File: src/include/display_macros.svh
`ifndef DISPLAY_MACROS_SVH
`define DISPLAY_MACROS_SVH

// ************************************************************************
// Front-panel display build parameters
// ************************************************************************

// O_CLK cycles that each digit stays lit
// Kept small for simulation, a board build uses something like 5000
`define SCAN_DIV 4

// Depth of the frame queue in the scan driver
// Also the number of credits the formatter holds after reset
`define FRAME_CREDITS 2

`endif

File: src/verilog/controlPkg.sv
package controlPkg;

    // ************************************************************************
    // Drive controller side
    // ************************************************************************

    // Codes as sent by the controller
    // speed selects 0.25 to 3.00, freq is a signed offset
    typedef struct packed {
        logic [2:0] speed;
        logic [2:0] freq;
    } settingsT;

    // Formatter FSM
    // fmtSend is the single cycle in which frameValid is up
    typedef enum logic {
        fmtIdle = 1'b0,
        fmtSend = 1'b1
    } fmtStateT;

endpackage

File: src/verilog/displayPkg.sv
package displayPkg;

    // Glyphs the panel can show
    // Codes 13 to 15 are unused and come out dark
    typedef enum logic [3:0] {
        glyph0     = 4'd0,
        glyph1     = 4'd1,
        glyph2     = 4'd2,
        glyph3     = 4'd3,
        glyph4     = 4'd4,
        glyph5     = 4'd5,
        glyph6     = 4'd6,
        glyph7     = 4'd7,
        glyph8     = 4'd8,
        glyph9     = 4'd9,
        glyphMinus = 4'd10,
        glyphPlus  = 4'd11,
        glyphBlank = 4'd12
    } glyphT;

    // One character position, glyph plus decimal point
    typedef struct packed {
        glyphT glyph;
        logic  point;
    } digitT;

    // Whole panel, leftmost digit in the top bits
    typedef struct packed {
        digitT digit7;
        digitT digit6;
        digitT digit5;
        digitT digit4;
        digitT digit3;
        digitT digit2;
        digitT digit1;
        digitT digit0;
    } frameT;

    // Segments gfedcba then point, low lights the segment
    typedef logic [7:0] segmentT;

    // Common-anode enables, bit n low selects digit n
    typedef logic [7:0] anodeT;

    localparam digitT blankDigit = '{glyph: glyphBlank, point: 1'b0};
    localparam frameT blankFrame = '{blankDigit, blankDigit, blankDigit, blankDigit,
                                     blankDigit, blankDigit, blankDigit, blankDigit};

endpackage

File: src/verilog/displayTop.sv
`timescale 1ns/10ps

module displayTop
    import displayPkg::*;
    import controlPkg::*;
(
    input  logic     O_CLK,
    input  logic     rstN,
    input  settingsT settings,
    input  logic     setValid,
    output segmentT  seg,
    output anodeT    an
);

    // Frame link between formatter and scan driver
    frameT frame;
    logic  frameValid;
    logic  creditReturn;

    settingsFormatter formatter (
        .O_CLK        (O_CLK),
        .rstN         (rstN),
        .settings     (settings),
        .setValid     (setValid),
        .frame        (frame),
        .frameValid   (frameValid),
        .creditReturn (creditReturn)
    );

    scanDriver driver (
        .O_CLK        (O_CLK),
        .rstN         (rstN),
        .frame        (frame),
        .frameValid   (frameValid),
        .creditReturn (creditReturn),
        .seg          (seg),
        .an           (an)
    );

endmodule

File: src/verilog/scanDriver.sv
`timescale 1ns/10ps
`include "display_macros.svh"

module scanDriver
    import displayPkg::*;
(
    input  logic    O_CLK,
    input  logic    rstN,
    input  frameT   frame,
    input  logic    frameValid,
    output logic    creditReturn,
    output segmentT seg,
    output anodeT   an
);

    localparam int DEPTH = `FRAME_CREDITS;
    localparam int PTR_W = (DEPTH > 1) ? $clog2(DEPTH) : 1;
    localparam int CNT_W = $clog2(DEPTH + 1);
    localparam int PRE_W = (`SCAN_DIV > 1) ? $clog2(`SCAN_DIV) : 1;

    frameT            queueMem [DEPTH];
    logic [PTR_W-1:0] wrPtr;
    logic [PTR_W-1:0] rdPtr;
    logic [CNT_W-1:0] queueCount;
    logic             queueEmpty;
    logic             queueFull;
    logic             pop;
    logic [PRE_W-1:0] prescale;
    logic             tick;
    logic [2:0]       position;
    logic [2:0]       nextPos;
    frameT            shownFrame;
    frameT            activeFrame;
    digitT            curDigit;
    segmentT          segNext;

    // ************************************************************************
    // Frame queue
    // ************************************************************************

    assign queueEmpty = (queueCount == '0);
    assign queueFull  = (queueCount == CNT_W'(DEPTH));

    // Storage, no reset needed
    always_ff @(posedge O_CLK) begin
        if (frameValid) begin
            queueMem[wrPtr] <= frame;
        end
    end

    // ************************************************************************
    // Scan timing and digit select
    // ************************************************************************

    assign tick    = (prescale == PRE_W'(`SCAN_DIV - 1));
    assign nextPos = position + 3'd1;

    // New frames are taken only when the scan wraps to digit 0
    assign pop         = tick && (nextPos == 3'd0) && !queueEmpty;
    assign activeFrame = pop ? queueMem[rdPtr] : shownFrame;

    always_comb begin
        unique case (nextPos)
            3'd0: curDigit = activeFrame.digit0;
            3'd1: curDigit = activeFrame.digit1;
            3'd2: curDigit = activeFrame.digit2;
            3'd3: curDigit = activeFrame.digit3;
            3'd4: curDigit = activeFrame.digit4;
            3'd5: curDigit = activeFrame.digit5;
            3'd6: curDigit = activeFrame.digit6;
            3'd7: curDigit = activeFrame.digit7;
        endcase
    end

    segmentEncoder encoder (
        .digit (curDigit),
        .seg   (segNext)
    );

    always_ff @(posedge O_CLK) begin
        if (!rstN) begin
            wrPtr        <= '0;
            rdPtr        <= '0;
            queueCount   <= '0;
            prescale     <= '0;
            // Starts at 7 so the first tick lands on digit 0
            position     <= 3'd7;
            shownFrame   <= blankFrame;
            creditReturn <= 1'b0;
            seg          <= '1;
            an           <= '1;
        end
        else begin
            creditReturn <= pop;
            queueCount   <= queueCount + CNT_W'(frameValid) - CNT_W'(pop);
            if (frameValid) begin
                wrPtr <= (wrPtr == PTR_W'(DEPTH - 1)) ? '0 : wrPtr + 1'b1;
            end
            if (pop) begin
                rdPtr      <= (rdPtr == PTR_W'(DEPTH - 1)) ? '0 : rdPtr + 1'b1;
                shownFrame <= queueMem[rdPtr];
            end
            prescale <= tick ? '0 : prescale + PRE_W'(1);
            if (tick) begin
                position <= nextPos;
                // Anode and segments switch on the same edge
                seg      <= segNext;
                an       <= ~(8'b1 << nextPos);
            end
        end
    end

    // Formatter credits must keep writes off a full queue
    assert property (@(posedge O_CLK) disable iff (!rstN)
        frameValid |-> !queueFull);

    // Each frame arrives as a single-cycle pulse
    // A held strobe would write the same frame twice
    assert property (@(posedge O_CLK) disable iff (!rstN)
        frameValid |=> !frameValid);

endmodule

File: src/verilog/segmentEncoder.sv
`timescale 1ns/10ps

module segmentEncoder
    import displayPkg::*;
(
    input  digitT   digit,
    output segmentT seg
);

    // Pure lookup, registered by the caller
    always_comb begin
        // Patterns are gfedcba then point, active low
        unique case (digit.glyph)
            glyph0:     seg = 8'b10000001;
            glyph1:     seg = 8'b11110011;
            glyph2:     seg = 8'b01001001;
            glyph3:     seg = 8'b01100001;
            glyph4:     seg = 8'b00110011;
            glyph5:     seg = 8'b00100101;
            glyph6:     seg = 8'b00000101;
            glyph7:     seg = 8'b11110001;
            glyph8:     seg = 8'b00000001;
            glyph9:     seg = 8'b00100001;
            // L shape stands for the minus sign
            glyphMinus: seg = 8'b10001111;
            // H shape stands for the plus sign
            glyphPlus:  seg = 8'b00010011;
            // Blank and the spare codes stay dark
            default:    seg = 8'b11111111;
        endcase

        // Decimal point sits in bit 0
        if (digit.point) begin
            seg[0] = 1'b0;
        end
    end

endmodule

File: src/verilog/settingsFormatter.sv
`timescale 1ns/10ps
`include "display_macros.svh"

module settingsFormatter
    import displayPkg::*;
    import controlPkg::*;
(
    input  logic     O_CLK,
    input  logic     rstN,
    input  settingsT settings,
    input  logic     setValid,
    output frameT    frame,
    output logic     frameValid,
    input  logic     creditReturn
);

    // Wide enough to hold the full credit count
    localparam int CREDIT_W = $clog2(`FRAME_CREDITS + 1);

    fmtStateT            state;
    settingsT            pending;
    logic                dirty;
    logic [CREDIT_W-1:0] creditCount;
    logic                sendNow;

    // ************************************************************************
    // Settings to glyphs
    // ************************************************************************

    function automatic frameT buildFrame(input settingsT s);
        frameT f;
        f = blankFrame;

        // Speed x.yz on digits 2..0
        f.digit2.point = 1'b1;
        case (s.speed)
            3'd1, 3'd2: f.digit2.glyph = glyph0;
            3'd6:       f.digit2.glyph = glyph2;
            3'd7:       f.digit2.glyph = glyph3;
            default:    f.digit2.glyph = glyph1;
        endcase
        case (s.speed)
            3'd1, 3'd4: f.digit1.glyph = glyph2;
            3'd2, 3'd5: f.digit1.glyph = glyph5;
            default:    f.digit1.glyph = glyph0;
        endcase
        case (s.speed)
            3'd1, 3'd4: f.digit0.glyph = glyph5;
            default:    f.digit0.glyph = glyph0;
        endcase

        // Offset sign on digit 7
        // 0 and 4 both mean no offset
        case (s.freq)
            3'd1, 3'd2, 3'd3: f.digit7.glyph = glyphMinus;
            3'd5, 3'd6, 3'd7: f.digit7.glyph = glyphPlus;
            default:          f.digit7.glyph = glyphBlank;
        endcase
        // Magnitude on digit 6, minus side counts down
        case (s.freq)
            3'd1, 3'd7: f.digit6.glyph = glyph3;
            3'd2, 3'd6: f.digit6.glyph = glyph2;
            3'd3, 3'd5: f.digit6.glyph = glyph1;
            default:    f.digit6.glyph = glyph0;
        endcase
        return f;
    endfunction

    // ************************************************************************
    // Pending setting and credit flow
    // ************************************************************************

    // Only the newest unsent setting is kept
    always_ff @(posedge O_CLK) begin
        if (setValid) begin
            pending <= settings;
        end
        if (sendNow) begin
            frame <= buildFrame(pending);
        end
    end

    assign sendNow    = (state == fmtIdle) && dirty && (creditCount != '0);
    assign frameValid = (state == fmtSend);

    always_ff @(posedge O_CLK) begin
        if (!rstN) begin
            state       <= fmtIdle;
            dirty       <= 1'b0;
            creditCount <= CREDIT_W'(`FRAME_CREDITS);
        end
        else begin
            // Send and return together leave the count alone
            creditCount <= creditCount - CREDIT_W'(sendNow) + CREDIT_W'(creditReturn);
            // A fresh setting wins over the one going out
            if (setValid) begin
                dirty <= 1'b1;
            end
            else if (sendNow) begin
                dirty <= 1'b0;
            end
            unique case (state)
                fmtIdle: if (sendNow) state <= fmtSend;
                fmtSend: state <= fmtIdle;
            endcase
        end
    end

    // A frame on the link has taken a credit
    // so the count cannot be back at full
    assert property (@(posedge O_CLK) disable iff (!rstN)
        frameValid |-> int'(creditCount) < `FRAME_CREDITS);

    // The scan driver never returns more than it was given
    assert property (@(posedge O_CLK) disable iff (!rstN)
        int'(creditCount) <= `FRAME_CREDITS);

endmodule
File: config.mk
export PLATFORM = sky130hd
export DESIGN_NAME = displayTop
export DESIGN_NICKNAME = d
export VERILOG_FILES = /design/src/verilog/controlPkg.sv /design/src/verilog/displayPkg.sv /design/src/verilog/displayTop.sv /design/src/verilog/scanDriver.sv /design/src/verilog/segmentEncoder.sv /design/src/verilog/settingsFormatter.sv
export VERILOG_INCLUDE_DIRS = /design/src /design/src/include
export SDC_FILE = /design/constraint.sdc
export NUM_CORES = 1
export LEC_CHECK = 0
export ABC_AREA = 1
export BUFFER_PORTS_ARGS = -buffer_cell sky130_fd_sc_hd__clkbuf_2
export CORE_MARGIN = 2
export CORE_UTILIZATION = 54
export DETAILED_ROUTE_END_ITERATION = 8
export HOLD_SLACK_MARGIN = 0.06
export PLACE_DENSITY = 0.78
export REMOVE_ABC_BUFFERS = 1
export SETUP_SLACK_MARGIN = 0.4
export SYNTH_ARGS = -nofsm -noshare
export SYNTH_HDL_FRONTEND = slang
export SYNTH_SLANG_ARGS = --single-unit
File: constraint.sdc
create_clock -name O_CLK -period 2.6 [get_ports O_CLK]
set_clock_uncertainty 0.1 [all_clocks]
set_input_delay 0.78 -clock O_CLK [delete_from_list [all_inputs] [get_ports O_CLK]]
set_output_delay 0.78 -clock O_CLK [all_outputs]
set_load 0.02 [all_outputs]
==> flow_summary.json, run 1 <==
{
  "total_of_fill_cells_in_the_finished_design": 523,
  "worst_skew_pair.late_latency_ps": 370,
  "startpoint": "driver.position[0]",
  "netlist.area_leader.share": 0.322,
  "htreeDepth": 3,
  "worst_setup_end_kind": "flop",
  "post_synth_num_cell_types": 37,
  "status": "finished, final reports clean",
  "top_level_i_o_count": 25,
  "synth_area_leaders": "dfxtp_1, edfxtp_1, nand2_1",
  "worstSetupStartpointType": "flop",
  "min_tclk_post_route_ps": 2410,
  "route.detailed.drc": 0,
  "setup-violations-final": 0,
  "placement.io_buffers": 24,
  "core_sq_mm": 0.00781,
  "clk_pin_slew_worst_setup_hold_paths_ps": 110,
  "p_sw_uw": 1070,
  "die_area_sq_mm": 0.00890,
  "timing.critical_path.arrival_ps": 2600,
  "synthesis.area_per_instance_sq_um": 8.69,
  "synth_cells": 507,
  "total_congestion_overflow": 0,
  "timing_worst_slew_pin_value_ps": 853,
  "worst_path_dominant_cell_family": "simple AND/OR/NAND/NOR gates",
  "power_frac_clock": 0.286,
  "numCtsBuffers": 9,
  "drt_pre_antenna_iters": 6,
  "timing_max_transition_violations_final": 0,
  "power.sequential.fraction": 0.527,
  "most_utilized_layer_in_the_global_route_result": "met2",
  "reg2reg_from": "driver.position[0]",
  "cts_tree": "done",
  "internal-power_uw": 2430,
  "number_of_hold_slack_violations_in_the_final_timing_report": 0,
  "max-cap-violations": 0,
  "hold_start": "driver.shownFrame[15]",
  "grt_pass1_vias": 3503,
  "critical_path.max_stage_delay_ps": 390,
  "grt_met2_usage": 0.413,
  "global_route.usage.met3": 0.0455,
  "grt.met1_usage": 0.275,
  "route.detailed.vias_per_inst": 5.35,
  "flow.area_growth_from_synthesis_pct": 25.7,
  "synth_seq_area_share": 0.568,
  "yosys_warnings": 0,
  "dr_total_vias": 3604,
  "p_per_area_mw_per_mm2": 632,
  "synthArstFlopShare": 0,
  "synth_ff_type": "dfxtp_1",
  "worst_hold_path_type": "flop to flop",
  "detailedPlacementHpwl_microns": 6120,
  "gpl.final_weighted_congestion": 0.949,
  "timing.critical_path.required_ps": 2790,
  "netlist_area_sq_mm": 0.00441,
  "post_route_cells_drive_above_1_share": 0.308,
  "clockBufferDepth": 2,
  "power.static_leakage_uw": 0.00238,
  "yosys.cell_count.top_type": "nand2_1",
  "initial_core_util": 0.565,
  "finalNetCount": 592,
  "cts.sink_count": 107,
  "first_pass_grt_wire_length_microns": 16100,
  "detail_route.wirelength_microns": 10600,
  "worst-setup-path-type": "flop to flop",
  "die_h_microns": 94.4,
  "ctsRootBufferMaster": "clkbuf_8",
  "floorplan.rows": 32,
  "die_w_microns": 94.4,
  "synth.top_cells.by_count": "nand2_1, dfxtp_1, inv_1, nor2_1, edfxtp_1",
  "synth-edff-count": 36,
  "postCtsHoldBufs": 0,
  "antenna_found_initial": 0,
  "crit_top_cell": "nand2_4",
  "max-slew-margin-rel": 0.429,
  "switching_power_share_of_the_total": 0.305,
  "grt_setup_unrepaired": "yes",
  "grt_max_degree": 33,
  "vdd_ir_drop_max_mv": 0.372,
  "globalRouteTotalUtil": 0.235,
  "placement.cell_area_sq_mm": 0.00470,
  "worst-path-max-fanout": 7,
  "final_cell_area_sq_mm": 0.00554,
  "drt-initial-drc-count": 392,
  "ant_nets": 0,
  "worstPathCellList": "ha_4, inv_4, nand2_4, nand2_4, nand2_4, buf_12, nand2_2, nand2_2, nor2_2, nor2_1, nand2_1, nand2_4, buf_4, ha_1, inv_1, nand2_1, nand3_1, nand3_1, nand2_1, inv_1",
  "worst_path_max_delay_cell": "dfxtp_4",
  "timing.fmax_mhz": 415,
  "hold_slack_ps": 345,
  "ratio_of_final_minimum_period_to_clock_period": 0.927,
  "antenna_diode_count": 0,
  "comb_power_share": 0.187,
  "worstPathBufferInverterCount": 5,
  "routed_wire_length_per_instance_microns": 15.8,
  "synth-seq-cells": 107,
  "synth_top_area_cell": "dfxtp_1"
}
power groups by stage:
stage	clock [uW]	sequential, uW	combinational (uW)
2_1_floorplan	0	1880	299
3_3_place_gp	0	1870	423
3_5_place_dp	0	1880	440
4_1_cts	1010	1840	532
5_1_grt	1070	1850	704
6_report	999	1850	655
area by class of cell:
| type | count | area [sq um] | area share |
|---|---|---|---|
| Clock buffer | 9 | 124 | 0.0224 |
| Clock inverter | 7 | 77.6 | 0.0140 |
| Inverter | 73 | 288 | 0.0519 |
| Multi-Input combinational cell | 312 | 1910 | 0.344 |
| Sequential cell | 107 | 2510 | 0.453 |
| Tap cell | 102 | 128 | 0.0230 |
| Timing Repair Buffer | 64 | 503 | 0.0908 |
metal layers:
| layer | wire length, microns | share of wire | vias up |
|---|---|---|---|
| met3 | 671 | 0.063 | 42 |
| met5 | 0 | 0 | - |
| li1 | - | - | 1719 |
| met1 | 4080 | 0.38 | 1681 |
| met2 | 5530 | 0.52 | 162 |
| met4 | 349 | 0.033 | 0 |
placed cells by master (no fill, tap or decap), types with 8 or more instances in the layout:
cell      netlist  layout
nand2_2         3      18
nand2_1       122      98
o21ai_0        14      10
inv_2           6      11
nor3_1         10       8
ha_4            0       9
edfxtp_1       36      36
buf_4           1      32
clkbuf_8        0       9
a21oi_1        20      19
nand2_4         2      10
nor2_2          5      12
nor2_1         65      54
dfxtp_1        71      67
inv_1          65      56
clkbuf_2        0      24
nand3_1        23      18
worst register-to-register path, cell delays in order (launching register included):
cell and delay (ps):
dfxtp_4 390, ha_4 190, inv_4 80, nand2_4 60, nand2_4 100, nand2_4 90
buf_12 160, nand2_2 60, nand2_2 60, nor2_2 110, nor2_1 60, nand2_1 120
nand2_4 80, buf_4 150, ha_1 180, inv_1 50, nand2_1 50, nand3_1 70
nand3_1 70, nand2_1 70, inv_1 30
metrics by stage:
stage	setup WS (ps)	std cells	setup TNS, ps	util	total power [uW]
finish	190	674	0	0.710	3500
floorplan	-34.0	492	-107	-	2180
detailed placement	3.25	633	0	0.602	2320
global placement	58.1	633	0	0.602	2290
global route	46.5	674	0	0.710	3630
CTS	336	667	0	0.676	3390
worst paths after layout:
| kind | slack (ps) | endpoint | cells after the start |
|---|---|---|---|
| max | 190 | driver.seg[1] | 20 |
| min | 350 | driver.shownFrame[15] | 2 |
| max reg2reg | 190 | driver.seg[1] | 20 |
| min reg2reg | 350 | driver.shownFrame[15] | 2 |
registers in the layout (all words and copies together) (netlist names), named ones only:
register	cells
driver.shownFrame	40
driver.queueMem	20
formatter.frame	10
driver.an	8
driver.seg	8
formatter.pending	6
driver.position	3
driver.prescale	2
driver.queueCount	2
formatter.creditCount	2
driver.creditReturn	1
driver.rdPtr	1
driver.wrPtr	1
formatter.dirty	1
formatter.frameValid	1
kinds of logic after synthesis:
group | after synthesis | synth area share
AO/OA/AOI/OAI | 45 | 0.0562
XOR/XNOR | 3 | 0.00596
adder cells (fa/ha/maj) | 16 | 0.0454
buffers and inverters | 88 | 0.0783
flip-flops | 107 | 0.568
multiplexers | 2 | 0.00454
AND/OR/NAND/NOR | 246 | 0.242
repair_timing:
| action | CTS | global route |
|---|---|---|
| pin swaps | 20 | 28 |
| hold endpoints to repair | 0 | 0 |
| buffers inserted | 17 | 6 |
| setup endpoints to repair | 8 | 8 |
| cloned | 1 | 1 |
| resized for setup | 61 | 55 |
(Power assumes the default switching activity.)
==> inputs of run 2 (changes only) <==
--- a/config.mk
+++ b/config.mk
@@ -8,7 +8,7 @@
 export LEC_CHECK = 0
 export ABC_AREA = 1
 export BUFFER_PORTS_ARGS = -buffer_cell sky130_fd_sc_hd__clkbuf_2
-export CORE_MARGIN = 2
+export CORE_MARGIN = 3
 export CORE_UTILIZATION = 54
 export DETAILED_ROUTE_END_ITERATION = 8
 export HOLD_SLACK_MARGIN = 0.06
==> flow_summary.json, run 2 (synthesized netlist as in run 1, its figures left out) <==
{
  "status": "finished, final reports clean",
  "ratio_of_final_minimum_period_to_clock_period": 0.959,
  "worst_path_max_delay_cell": "dfxtp_4",
  "drt-initial-drc-count": 246,
  "placement.cell_area_sq_mm": 0.00471,
  "setup-violations-final": 0,
  "internal-power_uw": 2460,
  "worstPathCellList": "ha_4, inv_4, nand2_4, nand2_4, buf_12, nor2_4, inv_2, or2_1, nand4_1, buf_4, inv_4, ha_4, inv_2, nand2_2, nand3_1, a21oi_1",
  "number_of_hold_slack_violations_in_the_final_timing_report": 0,
  "worst_r2r_path_depth": 16,
  "die_h_microns": 96.4,
  "worstSetupStartpointType": "flop",
  "reg2reg_from": "driver.position[0]",
  "hold_slack_ps": 349,
  "vdd_ir_drop_max_mv": 0.433,
  "largest_register": "driver.shownFrame",
  "min_path_cells": 2,
  "route.detailed.vias_per_inst": 5.31,
  "power_frac_clock": 0.281,
  "detailedPlacementHpwl_microns": 5940,
  "cts_tree": "done",
  "antenna_diode_count": 0,
  "worst_path_dominant_cell_family": "simple AND/OR/NAND/NOR gates",
  "worst-path-max-fanout": 5,
  "power.sequential.fraction": 0.525,
  "drt_pre_antenna_iters": 5,
  "detail_route.wirelength_microns": 10800,
  "grt_pass1_vias": 3421,
  "numCtsBuffers": 9,
  "worst-setup-path-type": "flop to flop",
  "tns_ps": 0,
  "cp.depth": 16,
  "dr_total_vias": 3629,
  "gpl.final_weighted_congestion": 0.895,
  "timing.fmax_mhz": 401,
  "ctsRootBufferMaster": "clkbuf_8",
  "placed_cells": 634,
  "cts.sink_count": 107,
  "htreeDepth": 3,
  "min_tclk_post_route_ps": 2490,
  "die_w_microns": 96.4,
  "worst_hold_path_type": "flop to flop",
  "largest_register_ffs": 40,
  "worstHoldEndpoint": "driver.shownFrame[20]",
  "die_area_sq_mm": 0.00928,
  "route.detailed.drc": 0,
  "core_sq_mm": 0.00781,
  "globalRouteTotalUtil": 0.221,
  "worst_setup_end_kind": "flop",
  "worstPathBufferInverterCount": 6,
  "clockBufferDepth": 2,
  "final_common_cell": "nand2_1",
  "switching_power_share_of_the_total": 0.301,
  "post_route_cells_drive_above_1_share": 0.277,
  "flow.area_growth_from_synthesis_pct": 24.6,
  "antenna_found_initial": 0,
  "floorplan.rows": 32,
  "max-cap-violations": 0,
  "first_pass_grt_wire_length_microns": 15500,
  "ant_nets": 0,
  "routed_wire_length_per_instance_microns": 15.8,
  "timing.critical_path.required_ps": 2820,
  "comb_power_share": 0.194,
  "grt_max_degree": 33,
  "final_cell_area_sq_mm": 0.00549,
  "initial_core_util": 0.565,
  "top_regs": "driver.shownFrame: 40 flops, driver.queueMem: 20 flops, formatter.frame: 10 flops",
  "finalNetCount": 601,
  "worst-r2r-setup-slack_ps": 110,
  "timing_worst_slew_pin_value_ps": 800,
  "layoutNonFillerInstCount": 683,
  "p_sw_uw": 1060,
  "clk_pin_slew_worst_setup_hold_paths_ps": 110,
  "critical_path.max_stage_delay_ps": 410,
  "timing.critical_path.arrival_ps": 2710,
  "max-slew-margin-rel": 0.465,
  "p_per_area_mw_per_mm2": 641,
  "total_congestion_overflow": 0,
  "timing_max_transition_violations_final": 0,
  "top_level_i_o_count": 25,
  "grt_setup_unrepaired": "yes",
  "power.static_leakage_uw": 0.00238,
  "worst_skew_pair.late_latency_ps": 380,
  "placement.io_buffers": 24,
  "hold_start": "driver.shownFrame[20]",
  "layout_common_cells": "nand2_1, dfxtp_1, inv_1, nor2_1, buf_4",
  "worstReg2RegEnd": "driver.seg[4]"
}
## run 2: area by class of cell
type	count	area (sq um)
Clock buffer	10	128
Clock inverter	6	66.3
Fill cell	528	2310
Inverter	73	288
Multi-Input combinational cell	312	1830
Sequential cell	107	2510
Tap cell	102	128
Timing Repair Buffer	73	537
## run 2: worst min-delay path: cells and delay by family, from the launching register on
family | cells | cell delay [ps]
flops | 1 | 310
simple gates | 1 | 50
buf+inv | 1 | 50
## run 2: per-layer routing
layer  vias up  track usage  part of all wire
met2       151        0.355              0.49
met5         -            0                 0
li1       1735            -                 -
met3        42       0.0602             0.067
met1      1701        0.270              0.41
met4         0        0.117             0.039
## run 2: stage by stage
step | utilization | setup slack (ps) | power [uW]
floorplan | - | -34.0 | 2180
global placement | 0.603 | -1.94 | 2300
detailed placement | 0.603 | -76.2 | 2320
CTS | 0.667 | 298 | 3380
global route | 0.704 | -15.2 | 3670
finish | 0.704 | 108 | 3520
## run 2: how the worst max path moves through the flow
stage	start	endpoint	slack, ps
floorplan	driver.position[0]	driver.seg[1]	-30
global placement	driver.position[0]	driver.seg[1]	-2
detailed placement	driver.position[0]	driver.seg[1]	-80
CTS	driver.position[1]	driver.seg[1]	300
global route	driver.position[0]	driver.seg[2]	-20
finish	driver.position[0]	driver.seg[4]	110
## run 2: power by group through the flow
stage | combinational (uW) | sequential (uW) | clock (uW)
4_1_cts | 537 | 1840 | 1000
3_5_place_dp | 444 | 1880 | 0
6_report | 682 | 1850 | 990
5_1_grt | 745 | 1860 | 1070
3_3_place_gp | 429 | 1870 | 0
2_1_floorplan | 299 | 1880 | 0
## run 2: timing repair
item | 4_1_cts | 5_1_grt
pin swaps | 22 | 27
gates resized for setup | 49 | 41
setup buffers | 17 | 16
endpoints found under the setup margin | 8 | 9
cloned | 0 | 0
hold buffers | 0 | 0
